[src/source/rv_pkg.sv]
package rv_pkg;

  // Data path and address width of the core.
  localparam int xlen = 32;

  // One machine word, used for data, addresses and instruction words alike.
  typedef logic [xlen-1:0] word_t;

  // Index into the 32-entry register file.
  typedef logic [4:0] reg_idx_t;

  // Major opcodes of the supported RV32I subset.
  // The values are the low seven bits of the instruction word.
  typedef enum logic [6:0] {
    op_lui    = 7'b0110111,
    op_imm    = 7'b0010011,
    op_reg    = 7'b0110011,
    op_load   = 7'b0000011,
    op_store  = 7'b0100011,
    op_branch = 7'b1100011,
    op_jal    = 7'b1101111,
    op_system = 7'b1110011
  } opcode_e;

  // Operations of the execute stage ALU.
  // alu_pass_b forwards the second operand unchanged, which LUI relies on.
  typedef enum logic [3:0] {
    alu_add,
    alu_sub,
    alu_and,
    alu_or,
    alu_xor,
    alu_slt,
    alu_pass_b
  } alu_op_e;

  // First ALU operand: register rs1 or the PC of the instruction.
  typedef enum logic {
    a_reg,
    a_pc
  } a_sel_e;

  // Second ALU operand: register rs2 or the decoded immediate.
  typedef enum logic {
    b_reg,
    b_imm
  } b_sel_e;

  // CSR number of the tohost register seen by the testbench.
  localparam logic [11:0] csr_tohost = 12'h51E;

  // Default address of the first fetch after reset.
  localparam word_t reset_pc = 32'h0000_0000;

endpackage

[src/source/stage_ctrl_if.sv]
`timescale 1ns/10ps

interface stage_ctrl_if;
  import rv_pkg::*;

  // ALU operation and operand selects.
  alu_op_e  alu_op;
  a_sel_e   a_sel;
  b_sel_e   b_sel;
  // Control flow. branch_ne flips the sense of the equality test.
  logic     is_jump;
  logic     is_branch;
  logic     branch_ne;
  // Enables for the register file, the data memory and the tohost CSR.
  logic     reg_we;
  logic     mem_we;
  logic     mem_rr;
  logic     csr_write;
  // Register indices and the sign-extended immediate.
  reg_idx_t rd;
  reg_idx_t rs1;
  reg_idx_t rs2;
  word_t    imm;

  // The decoder produces every field.
  modport decoder (
    output alu_op, a_sel, b_sel, is_jump, is_branch, branch_ne,
           reg_we, mem_we, mem_rr, csr_write, rd, rs1, rs2, imm
  );

  // A pipeline stage only consumes them.
  modport pipe (
    input alu_op, a_sel, b_sel, is_jump, is_branch, branch_ne,
          reg_we, mem_we, mem_rr, csr_write, rd, rs1, rs2, imm
  );

endinterface

[src/source/decode_read.sv]
`timescale 1ns/10ps

module decode_read (
  input  rv_pkg::word_t instr,
  input  logic          bubble,
  stage_ctrl_if.decoder ctrl
);
  import rv_pkg::*;

  opcode_e    opcode;
  logic [2:0] funct3;
  logic [6:0] funct7;
  // Immediates of every format. The opcode picks one.
  word_t      imm_i;
  word_t      imm_s;
  word_t      imm_b;
  word_t      imm_u;
  word_t      imm_j;
  // ALU operation for the register and immediate arithmetic forms.
  alu_op_e    arith_op;
  logic       arith_ok;

  assign opcode = opcode_e'(instr[6:0]);
  assign funct3 = instr[14:12];
  assign funct7 = instr[31:25];

  assign imm_i = {{20{instr[31]}}, instr[31:20]};
  assign imm_s = {{20{instr[31]}}, instr[31:25], instr[11:7]};
  assign imm_b = {{19{instr[31]}}, instr[31], instr[7], instr[30:25], instr[11:8], 1'b0};
  assign imm_u = {instr[31:12], 12'b0};
  assign imm_j = {{11{instr[31]}}, instr[31], instr[19:12], instr[20], instr[30:21], 1'b0};

  // funct3 gives the operation. Only SUB uses funct7, and only in the register form.
  always_comb begin
    arith_ok = 1'b1;
    case (funct3)
      3'b000:  arith_op = (opcode == op_reg && funct7[5]) ? alu_sub : alu_add;
      3'b010:  arith_op = alu_slt;
      3'b100:  arith_op = alu_xor;
      3'b110:  arith_op = alu_or;
      3'b111:  arith_op = alu_and;
      default: begin
        arith_op = alu_add;
        arith_ok = 1'b0;
      end
    endcase
    // Any other funct7 in a register op is an unsupported encoding.
    if (opcode == op_reg && funct7 != 7'b0000000 &&
        !(funct7 == 7'b0100000 && funct3 == 3'b000)) begin
      arith_ok = 1'b0;
    end
  end

  always_comb begin
    // Defaults describe an address add of rs1 and the I immediate, with nothing enabled.
    ctrl.alu_op    = alu_add;
    ctrl.a_sel     = a_reg;
    ctrl.b_sel     = b_imm;
    ctrl.is_jump   = 1'b0;
    ctrl.is_branch = 1'b0;
    ctrl.branch_ne = funct3[0];
    ctrl.reg_we    = 1'b0;
    ctrl.mem_we    = 1'b0;
    ctrl.mem_rr    = 1'b0;
    ctrl.csr_write = 1'b0;
    ctrl.rd        = instr[11:7];
    ctrl.rs1       = instr[19:15];
    ctrl.rs2       = instr[24:20];
    ctrl.imm       = imm_i;
    case (opcode)
      op_lui: begin
        ctrl.alu_op = alu_pass_b;
        ctrl.imm    = imm_u;
        ctrl.reg_we = 1'b1;
      end
      op_imm: begin
        ctrl.alu_op = arith_op;
        ctrl.reg_we = arith_ok;
      end
      op_reg: begin
        ctrl.alu_op = arith_op;
        ctrl.b_sel  = b_reg;
        ctrl.reg_we = arith_ok;
      end
      // Loads and stores exist only as word accesses.
      op_load: begin
        ctrl.mem_rr = (funct3 == 3'b010);
        ctrl.reg_we = (funct3 == 3'b010);
      end
      op_store: begin
        ctrl.imm    = imm_s;
        ctrl.mem_we = (funct3 == 3'b010);
      end
      // Branch target is PC plus the B immediate. Only BEQ and BNE exist.
      op_branch: begin
        ctrl.a_sel     = a_pc;
        ctrl.imm       = imm_b;
        ctrl.is_branch = (funct3[2:1] == 2'b00);
      end
      op_jal: begin
        ctrl.a_sel   = a_pc;
        ctrl.imm     = imm_j;
        ctrl.is_jump = 1'b1;
        ctrl.reg_we  = 1'b1;
      end
      // CSRRW to tohost passes rs1 through the ALU by adding zero.
      op_system: begin
        ctrl.imm       = '0;
        ctrl.csr_write = (funct3 == 3'b001) && (instr[31:20] == csr_tohost);
      end
      default: begin
      end
    endcase
    // The instruction behind a taken jump never takes effect.
    if (bubble) begin
      ctrl.is_jump   = 1'b0;
      ctrl.is_branch = 1'b0;
      ctrl.reg_we    = 1'b0;
      ctrl.mem_we    = 1'b0;
      ctrl.mem_rr    = 1'b0;
      ctrl.csr_write = 1'b0;
    end
  end

endmodule

[src/source/execute_stage.sv]
`timescale 1ns/10ps

module execute_stage (
  input  rv_pkg::word_t    pc,
  input  rv_pkg::word_t    reg_a,
  input  rv_pkg::word_t    reg_b,
  input  rv_pkg::word_t    imm,
  input  rv_pkg::word_t    previous,
  stage_ctrl_if.pipe       ctrl,
  input  rv_pkg::reg_idx_t prev_rd,
  input  logic             prev_reg_we,
  output logic             do_jump,
  output rv_pkg::word_t    result,
  output rv_pkg::word_t    store_data
);
  import rv_pkg::*;

  logic  fwd_a;
  logic  fwd_b;
  // Register values after forwarding.
  word_t src_a;
  word_t src_b;
  // ALU inputs after the operand selects.
  word_t op_a;
  word_t op_b;
  logic  equal;

  // The writeback instruction was too late for the register read, so its value
  // is taken here. x0 is never forwarded.
  assign fwd_a = prev_reg_we && (prev_rd != '0) && (prev_rd == ctrl.rs1);
  assign fwd_b = prev_reg_we && (prev_rd != '0) && (prev_rd == ctrl.rs2);
  assign src_a = fwd_a ? previous : reg_a;
  assign src_b = fwd_b ? previous : reg_b;

  assign op_a = (ctrl.a_sel == a_pc) ? pc : src_a;
  assign op_b = (ctrl.b_sel == b_imm) ? imm : src_b;

  always_comb begin
    case (ctrl.alu_op)
      alu_add:    result = op_a + op_b;
      alu_sub:    result = op_a - op_b;
      alu_and:    result = op_a & op_b;
      alu_or:     result = op_a | op_b;
      alu_xor:    result = op_a ^ op_b;
      alu_slt:    result = {{(xlen-1){1'b0}}, $signed(op_a) < $signed(op_b)};
      alu_pass_b: result = op_b;
      default:    result = '0;
    endcase
  end

  // Branches compare the two registers. For jumps, the ALU result is the target.
  assign equal   = (src_a == src_b);
  assign do_jump = ctrl.is_jump | (ctrl.is_branch & (equal ^ ctrl.branch_ne));

  // Stores carry rs2 to memory, and a JAL carries its link value.
  assign store_data = ctrl.is_jump ? pc + word_t'(4) : src_b;

endmodule

[src/source/program_counter.sv]
`timescale 1ns/10ps

module program_counter #(
  parameter rv_pkg::word_t boot_addr = rv_pkg::reset_pc
) (
  input  logic          clk,
  input  logic          arst_n,
  input  logic          hold,
  input  logic          do_jump,
  input  rv_pkg::word_t jump_target,
  output rv_pkg::word_t pc_decode,
  output rv_pkg::word_t next_pc
);
  import rv_pkg::*;

  // Address sent to the instruction memory in the previous cycle.
  // Its instruction is on icache_dout now.
  word_t fetch_pc;

  // A held address is presented again so the memory keeps returning the same word.
  always_comb begin
    if (do_jump) begin
      next_pc = jump_target;
    end else if (hold) begin
      next_pc = fetch_pc;
    end else begin
      next_pc = fetch_pc + word_t'(4);
    end
  end

  always_ff @(posedge clk or negedge arst_n) begin
    if (!arst_n) begin
      fetch_pc <= boot_addr;
    end else begin
      fetch_pc <= next_pc;
    end
  end

  assign pc_decode = fetch_pc;

endmodule

[src/source/register_file.sv]
`timescale 1ns/10ps

module register_file (
  input  logic             clk,
  input  logic             hold,
  input  logic             we,
  input  rv_pkg::reg_idx_t ra1,
  input  rv_pkg::reg_idx_t ra2,
  input  rv_pkg::reg_idx_t wa,
  input  rv_pkg::word_t    wd,
  output rv_pkg::word_t    rd1,
  output rv_pkg::word_t    rd2
);
  import rv_pkg::*;

  word_t regs [32];
  // Read data after the x0 rule and the write bypass.
  word_t read1;
  word_t read2;

  // A write in the same cycle as the read is passed straight through.
  // The reading instruction then sees the new value in execute.
  assign read1 = (ra1 == '0) ? '0 : ((we && wa == ra1) ? wd : regs[ra1]);
  assign read2 = (ra2 == '0) ? '0 : ((we && wa == ra2) ? wd : regs[ra2]);

  // Writes wait out a freeze.
  // During a load pause the writeback value is not the load data yet.
  always_ff @(posedge clk) begin
    if (we && !hold && wa != '0) begin
      regs[wa] <= wd;
    end
  end

  // Read latches feeding the execute stage.
  always_ff @(posedge clk) begin
    if (!hold) begin
      rd1 <= read1;
      rd2 <= read2;
    end
  end

endmodule

[src/source/rv_core.sv]
`timescale 1ns/10ps

module rv_core #(
  parameter rv_pkg::word_t boot_addr = rv_pkg::reset_pc
) (
  input  logic          clk,
  input  logic          arst_n,
  input  logic          stall,
  output rv_pkg::word_t icache_addr,
  output logic          icache_re,
  input  rv_pkg::word_t icache_dout,
  output rv_pkg::word_t dcache_addr,
  output logic [3:0]    dcache_we,
  output logic          dcache_re,
  output rv_pkg::word_t dcache_din,
  input  rv_pkg::word_t dcache_dout,
  output rv_pkg::word_t csr
);
  import rv_pkg::*;

  // High during the first cycle after reset is released.
  logic     post_reset;
  // Writeback is starting a load and the pipeline waits for the data.
  logic     pause;
  // Freezes the PC, the pipeline registers and the register read latches.
  logic     hold;
  // A taken branch or JAL in execute. It also acts as the bubble for decode.
  logic     do_jump;

  // PC of the instruction in decode-read, execute and writeback.
  word_t    pc_d;
  word_t    pc_x;
  word_t    pc_w;

  // Register operands as latched by the register file for execute.
  word_t    reg_a;
  word_t    reg_b;

  word_t    result_x;
  word_t    store_data_x;
  word_t    result_w;
  word_t    store_data_w;
  // Value written to the register file, also forwarded to execute.
  word_t    writeback;

  // Writeback stage control.
  reg_idx_t rd_w;
  logic     reg_we_w;
  logic     mem_we_w;
  logic     mem_rr_w;
  logic     csr_write_w;
  logic     is_jump_w;

  // Decoded control, before and after the decode-read register.
  stage_ctrl_if ctrl_d ();
  stage_ctrl_if ctrl_x ();

  assign hold        = stall | pause | post_reset;
  assign icache_re   = 1'b1;
  assign dcache_re   = pause;
  // Only word accesses exist, so the low address bits are dropped.
  assign dcache_addr = {result_w[xlen-1:2], 2'b00};

  // The memories need one clock edge with a valid address before the first decode.
  always_ff @(posedge clk or negedge arst_n) begin
    if (!arst_n) begin
      post_reset <= 1'b1;
    end else begin
      post_reset <= 1'b0;
    end
  end

  // A jump seen while frozen is taken again once the freeze ends.
  // Redirecting early would bubble the target instead of the fall-through.
  program_counter #(
    .boot_addr (boot_addr)
  ) u_program_counter (
    .clk         (clk),
    .arst_n      (arst_n),
    .hold        (hold),
    .do_jump     (do_jump & ~hold),
    .jump_target (result_x),
    .pc_decode   (pc_d),
    .next_pc     (icache_addr)
  );

  register_file u_register_file (
    .clk  (clk),
    .hold (hold),
    .we   (reg_we_w),
    .ra1  (ctrl_d.rs1),
    .ra2  (ctrl_d.rs2),
    .wa   (rd_w),
    .wd   (writeback),
    .rd1  (reg_a),
    .rd2  (reg_b)
  );

  decode_read u_decode_read (
    .instr  (icache_dout),
    .bubble (do_jump),
    .ctrl   (ctrl_d)
  );

  // Decode-read to execute, enables.
  // A bubble has already cleared them inside the decoder.
  always_ff @(posedge clk or negedge arst_n) begin
    if (!arst_n) begin
      ctrl_x.is_jump   <= 1'b0;
      ctrl_x.is_branch <= 1'b0;
      ctrl_x.reg_we    <= 1'b0;
      ctrl_x.mem_we    <= 1'b0;
      ctrl_x.mem_rr    <= 1'b0;
      ctrl_x.csr_write <= 1'b0;
    end else if (!hold) begin
      ctrl_x.is_jump   <= ctrl_d.is_jump;
      ctrl_x.is_branch <= ctrl_d.is_branch;
      ctrl_x.reg_we    <= ctrl_d.reg_we;
      ctrl_x.mem_we    <= ctrl_d.mem_we;
      ctrl_x.mem_rr    <= ctrl_d.mem_rr;
      ctrl_x.csr_write <= ctrl_d.csr_write;
    end
  end

  // Decode-read to execute, payload.
  always_ff @(posedge clk) begin
    if (!hold) begin
      pc_x             <= pc_d;
      ctrl_x.alu_op    <= ctrl_d.alu_op;
      ctrl_x.a_sel     <= ctrl_d.a_sel;
      ctrl_x.b_sel     <= ctrl_d.b_sel;
      ctrl_x.branch_ne <= ctrl_d.branch_ne;
      ctrl_x.rd        <= ctrl_d.rd;
      ctrl_x.rs1       <= ctrl_d.rs1;
      ctrl_x.rs2       <= ctrl_d.rs2;
      ctrl_x.imm       <= ctrl_d.imm;
    end
  end

  execute_stage u_execute_stage (
    .pc          (pc_x),
    .reg_a       (reg_a),
    .reg_b       (reg_b),
    .imm         (ctrl_x.imm),
    .previous    (writeback),
    .ctrl        (ctrl_x),
    .prev_rd     (rd_w),
    .prev_reg_we (reg_we_w),
    .do_jump     (do_jump),
    .result      (result_x),
    .store_data  (store_data_x)
  );

  // Execute to writeback, enables.
  always_ff @(posedge clk or negedge arst_n) begin
    if (!arst_n) begin
      reg_we_w    <= 1'b0;
      mem_we_w    <= 1'b0;
      mem_rr_w    <= 1'b0;
      csr_write_w <= 1'b0;
      is_jump_w   <= 1'b0;
    end else if (!hold) begin
      reg_we_w    <= ctrl_x.reg_we;
      mem_we_w    <= ctrl_x.mem_we;
      mem_rr_w    <= ctrl_x.mem_rr;
      csr_write_w <= ctrl_x.csr_write;
      is_jump_w   <= ctrl_x.is_jump;
    end
  end

  // Execute to writeback, payload.
  always_ff @(posedge clk) begin
    if (!hold) begin
      pc_w         <= pc_x;
      rd_w         <= ctrl_x.rd;
      result_w     <= result_x;
      store_data_w <= store_data_x;
    end
  end

  writeback_stage u_writeback_stage (
    .clk          (clk),
    .arst_n       (arst_n),
    .hold         (hold),
    .mem_we       (mem_we_w),
    .mem_rr       (mem_rr_w),
    .is_jump      (is_jump_w),
    .pc           (pc_w),
    .alu_result   (result_w),
    .write_data   (store_data_w),
    .dcache_dout  (dcache_dout),
    .writeback    (writeback),
    .dcache_din   (dcache_din),
    .mem_bytes_we (dcache_we),
    .pause        (pause)
  );

  // tohost CSR. CSRRW carries rs1 through the ALU, so writeback holds its value.
  always_ff @(posedge clk or negedge arst_n) begin
    if (!arst_n) begin
      csr <= '0;
    end else if (csr_write_w && !hold) begin
      csr <= writeback;
    end
  end

endmodule

[src/source/writeback_stage.sv]
`timescale 1ns/10ps

module writeback_stage (
  input  logic          clk,
  input  logic          arst_n,
  input  logic          hold,
  input  logic          mem_we,
  input  logic          mem_rr,
  input  logic          is_jump,
  input  rv_pkg::word_t pc,
  input  rv_pkg::word_t alu_result,
  input  rv_pkg::word_t write_data,
  input  rv_pkg::word_t dcache_dout,
  output rv_pkg::word_t writeback,
  output rv_pkg::word_t dcache_din,
  output logic [3:0]    mem_bytes_we,
  output logic          pause
);
  import rv_pkg::*;

  // Set once the load address has been presented for a cycle.
  // From then on dcache_dout holds the loaded word.
  logic load_done;

  always_ff @(posedge clk or negedge arst_n) begin
    if (!arst_n) begin
      load_done <= 1'b0;
    end else if (!hold) begin
      load_done <= 1'b0;
    end else if (mem_rr) begin
      load_done <= 1'b1;
    end
  end

  // One pause cycle per load, even when an external stall follows.
  assign pause = mem_rr & ~load_done;

  // All four bytes for a word store, written only in the cycle the stage advances.
  assign mem_bytes_we = (mem_we && !hold) ? 4'b1111 : 4'b0000;
  assign dcache_din   = write_data;

  always_comb begin
    if (mem_rr) begin
      writeback = dcache_dout;
    end else if (is_jump) begin
      writeback = pc + word_t'(4);
    end else begin
      writeback = alu_result;
    end
  end

endmodule

[config.mk]
export PLATFORM = sky130hd
export DESIGN_NAME = rv_core
export DESIGN_NICKNAME = d
export VERILOG_FILES = /design/src/source/rv_pkg.sv /design/src/source/stage_ctrl_if.sv /design/src/source/decode_read.sv /design/src/source/execute_stage.sv /design/src/source/program_counter.sv /design/src/source/register_file.sv /design/src/source/rv_core.sv /design/src/source/writeback_stage.sv
export SDC_FILE = /design/constraint.sdc
export NUM_CORES = 2
export LEC_CHECK = 0
export ABC_AREA = 0
export BUFFER_PORTS_ARGS = -buffer_cell sky130_fd_sc_hd__buf_2
export CORE_AREA = 2 2 400 402
export DETAILED_ROUTE_END_ITERATION = 8
export DIE_AREA = 0 0 402 404
export SYNTH_ARGS = -nofsm -noshare
export SYNTH_HDL_FRONTEND = slang
export SYNTH_SLANG_ARGS = --single-unit
[constraint.sdc]
create_clock -name clk -period 15.7 [get_ports clk]
set_input_delay 3.14 -clock clk [delete_from_list [all_inputs] [get_ports clk]]
set_output_delay 3.14 -clock clk [all_outputs]
set_load 0.01 [all_outputs]
==> results by group <==
Timing
  • Final min period: 12.25 ns
  • Post-route worst setup slack: 3.45 ns
  • RSZ-0062 raised after global routing: false
  • Maximum clock rate: 0.0816 GHz
  • Final setup fails: 0
  • Final hold violations: 0
  • Worst Tran Pin Value: 1.24 ns
  • Fin. max-slew vios: 0
  • Clk_skew: approximately 0.032 ns
  • Min Hold Slack: ~0.42 ns
  • Setup tns final: 0 ns
  • Slew headroom: 0.171
  • Final period utilization: 0.780

Pwr
  • Clock power share: 0.398
  • PnR Total Power: 8540 µW
  • Leak Pwr: 0.0268 µW
  • Int Pwr: 6380 µW
  • Max VDD drop: 0.0000911 V
  • Switch Pwr: 2160 µW
  • Combinational power share: 0.119
  • Power per cell area: 109 nW/µm²
  • Seq pwr share: 0.483
  • Switching Fraction: 0.253

CTS
  • Worst-path clk slew: 0.05 ns
  • Clk sink count: 1351
  • CTS root buffer: clkbuf_16
  • # resized after CTS: 0
  • CTS buffer count: 147
  • H-tree Lvls: 4
  • Clk Latency, worst-skew pair: around 0.80 ns
  • Buffer depth of the longest clock path: 3
  • CTS tree: done
  • Setup bufs post-CTS: 0
  • Cts hold-fix bufs: 0

Global route
  • Total global-route track usage: 0.281
  • First-pass GRT wire length: 329000 µm
  • Number of global-route vias before repair: 45600
  • Total congestion overflow: 0
  • Initial antenna violation count: 3
  • Largest net degree at the start of global routing: 124

Worst setup path
  • CP Data Required Time: 12.56 ns
  • Worst EP arrival: 9.11 ns
  • Worst R2R Path Depth: 21
  • WS Path Type: in -> out
  • Type of destination of the critical path: primary output
  • Worst Path Max Fanout: 34
  • R2r endpoint: u_program_counter.pc_decode[0]
  • Crit path to: icache_addr[0]
  • RR Startpoint: rd_w[2]
  • Worst setup SP type: primary input
  • Crit path launch: dcache_dout[0]
  • Reg2reg setup slack: 8.06 ns

Logic synthesis
  • Synth area leaders: edfxtp_1, mux4_2, mux2i_1
  • Most frequent cell after synthesis: edfxtp_1
  • Synth warn: 0
  • Synth cell types: 88
  • Cells after Synth: 5038
  • Synth Register Bits: ~1400
  • Ys async rst share: 0.0570
  • Ys flop type: edfxtp_1
  • Synth Area per Inst: around 14 µm²
  • Post-synthesis sequential area ratio: 0.568
  • Yosys top cell by area: edfxtp_1
  • Synth top area share: 0.541
  • Mapped cell area: 70700 µm²
  • Commonest cells post-synth: edfxtp_1, mux4_2, nor2_1, o21ai_0, clkbuf_1
  • Post-synth EDFFs: between 1000 and 1500

Floorplanning
  • Die area: 162000 µm²
  • Die height: 404 µm
  • Core ar.: between 150000 and 200000 µm²
  • Chip Width: 402 µm
  • Top Ports: 201
  • Initial core utilization: 0.448
  • # rows: 146

Status
  • Status: finished, final reports clean

Finish
  • Fillers: between 10000 and 15000
  • Multi-input gate area: between 20000 and 30000 µm²
  • Area grow syn2layout: 11.3%
  • Nets: 5298
  • Register area: ~40000 µm²
  • Share of cells above drive strength 1: 0.226
  • Finished Layout Cells: approximately 7300

Placement
  • HPWL Detailed: 140000 µm
  • Setup slack at placement: 3.61 ns
  • Placed cell count: 7047
  • Routability Congestion: 0.951
  • IO Port Bufs: 197

Worst hold path
  • HP Class: reg -> reg

Routing
  • Routed Antenna Nets: 0
  • Via/cell ratio: 6.46
  • Iteration count of the initial detailed-routing pass: 8
  • WL final: 232000 µm
  • WL per Instance: ~32 µm
  • Vias: 47300
  • DRC Markers: 0
  • Iteration-0 DRC Markers: 6023

Run
  • Max-cap violations: 0
==> how the worst min path moves through the flow <==
| stage | startpoint | endpoint | slack (ns) | cells after the start |
|---|---|---|---|---|
| 6_report | ctrl_x.rd[1] | rd_w[1] | 0.42 | 0 |
| 5_1_grt | ctrl_x.rd[1] | rd_w[1] | 0.43 | 0 |
| 4_1_cts | ctrl_x.rd[1] | rd_w[1] | 0.42 | 0 |
| 3_5_place_dp | ctrl_x.rd[2] | rd_w[2] | 0.41 | 0 |
| 3_3_place_gp | ctrl_x.rd[4] | rd_w[4] | 0.40 | 0 |
| 2_1_floorplan | ctrl_x.rd[0] | rd_w[0] | 0.40 | 0 |
==> cells by family (layout without fill, tap and decap cells) <==
family,Yosys count,count (layout),share of synthesized area
compound gates,1125,1125,0.102
xor+xnor,132,132,0.0164
fa+ha+maj,107,107,0.0191
buf+inv,553,721,0.0317
flops,1351,1351,0.568
mux,826,826,0.200
other cells,2,38,0.000106
simple gates,942,942,0.0623
==> stage by stage <==
stage	utilization	area [µm²]
floorplan	-	70800
global placement	0.469	74000
detailed placement	0.469	74000
CTS	0.498	78600
global route	0.498	78600
finish	0.498	78700
==> per-layer routing <==
layer | wire (µm) | vias to the layer above | share of wire | track usage
met1 | 91900 | 24300 | 0.40 | 0.376
met2 | 108000 | 2438 | 0.47 | 0.446
met5 | 0 | - | 0 | 0
met4 | 12900 | 0 | 0.055 | 0.141
li1 | - | 20100 | - | -
met3 | 19300 | 445 | 0.083 | 0.0471
==> power groups by stage <==
stage	Sequential [µW]	Clock, µW	Combinational (µW)
2_1_floorplan	4170	0	672
3_3_place_gp	4200	0	993
3_5_place_dp	4200	0	998
4_1_cts	4120	3440	1000
5_1_grt	4130	3570	1090
6_report	4130	3400	1010
==> critical path, stage by stage <==
cell and delay (ns):
buf_2 0.08, nand2_1 0.07, o21a_1 0.26, inv_1 0.78, mux2i_1 0.18, o21ai_0 0.28, inv_1 0.10, ha_1 0.26
fa_1 0.49, o21bai_1 0.20, a21oi_1 0.14, or4_1 0.46, a21oi_1 0.69, a32oi_1 0.33, nand3_1 0.26, nand3_1 0.14
a21oi_1 0.25, o21ai_0 0.11, a22o_1 0.21, a41o_1 0.24, mux2_2 0.28, buf_2 0.15
==> cells in the final DEF (no fill, tap or decap), types with 54 or more instances in the layout <==
master	netlist	final
a221oi_1	69	69
o211ai_1	73	73
a211oi_1	54	54
xnor2_1	96	96
edfxtp_1	1274	1274
clkbuf_16	0	149
inv_1	144	142
o21ai_0	314	314
nor2_1	317	281
a21oi_1	266	266
nand2_1	276	275
mux4_2	448	448
mux2i_1	240	240
dfrtp_1	76	74
a22oi_1	87	87
buf_2	13	187
ha_1	105	105
nor3_1	69	67
mux2_2	117	117
nand3_1	60	60
buf_4	36	112
==> layout make-up <==
class	instances	share of cell area
antenna	2	0.0000636
clock buffer	188	0.0498
clock inverter	77	0.00921
inverter	146	0.00706
multi-input combinational	3168	0.365
sequential	1351	0.511
tap	2072	0.0330
timing repair buffer	310	0.0250
==> sequential cells by signal (all words and copies together) (netlist names), 3 cells and up <==
name                         cells
csr                             32
ctrl_x.alu_op                    3
ctrl_x.imm                      32
ctrl_x.rd                        5
ctrl_x.rs1                       5
ctrl_x.rs2                       5
pc_w                            32
pc_x                            32
rd_w                             5
result_w                        32
store_data_w                    32
u_program_counter.pc_decode     32
u_register_file.rd1             32
u_register_file.rd2             32
u_register_file.regs          1024
No activity file was read; power rests on OpenSTA's default activity.
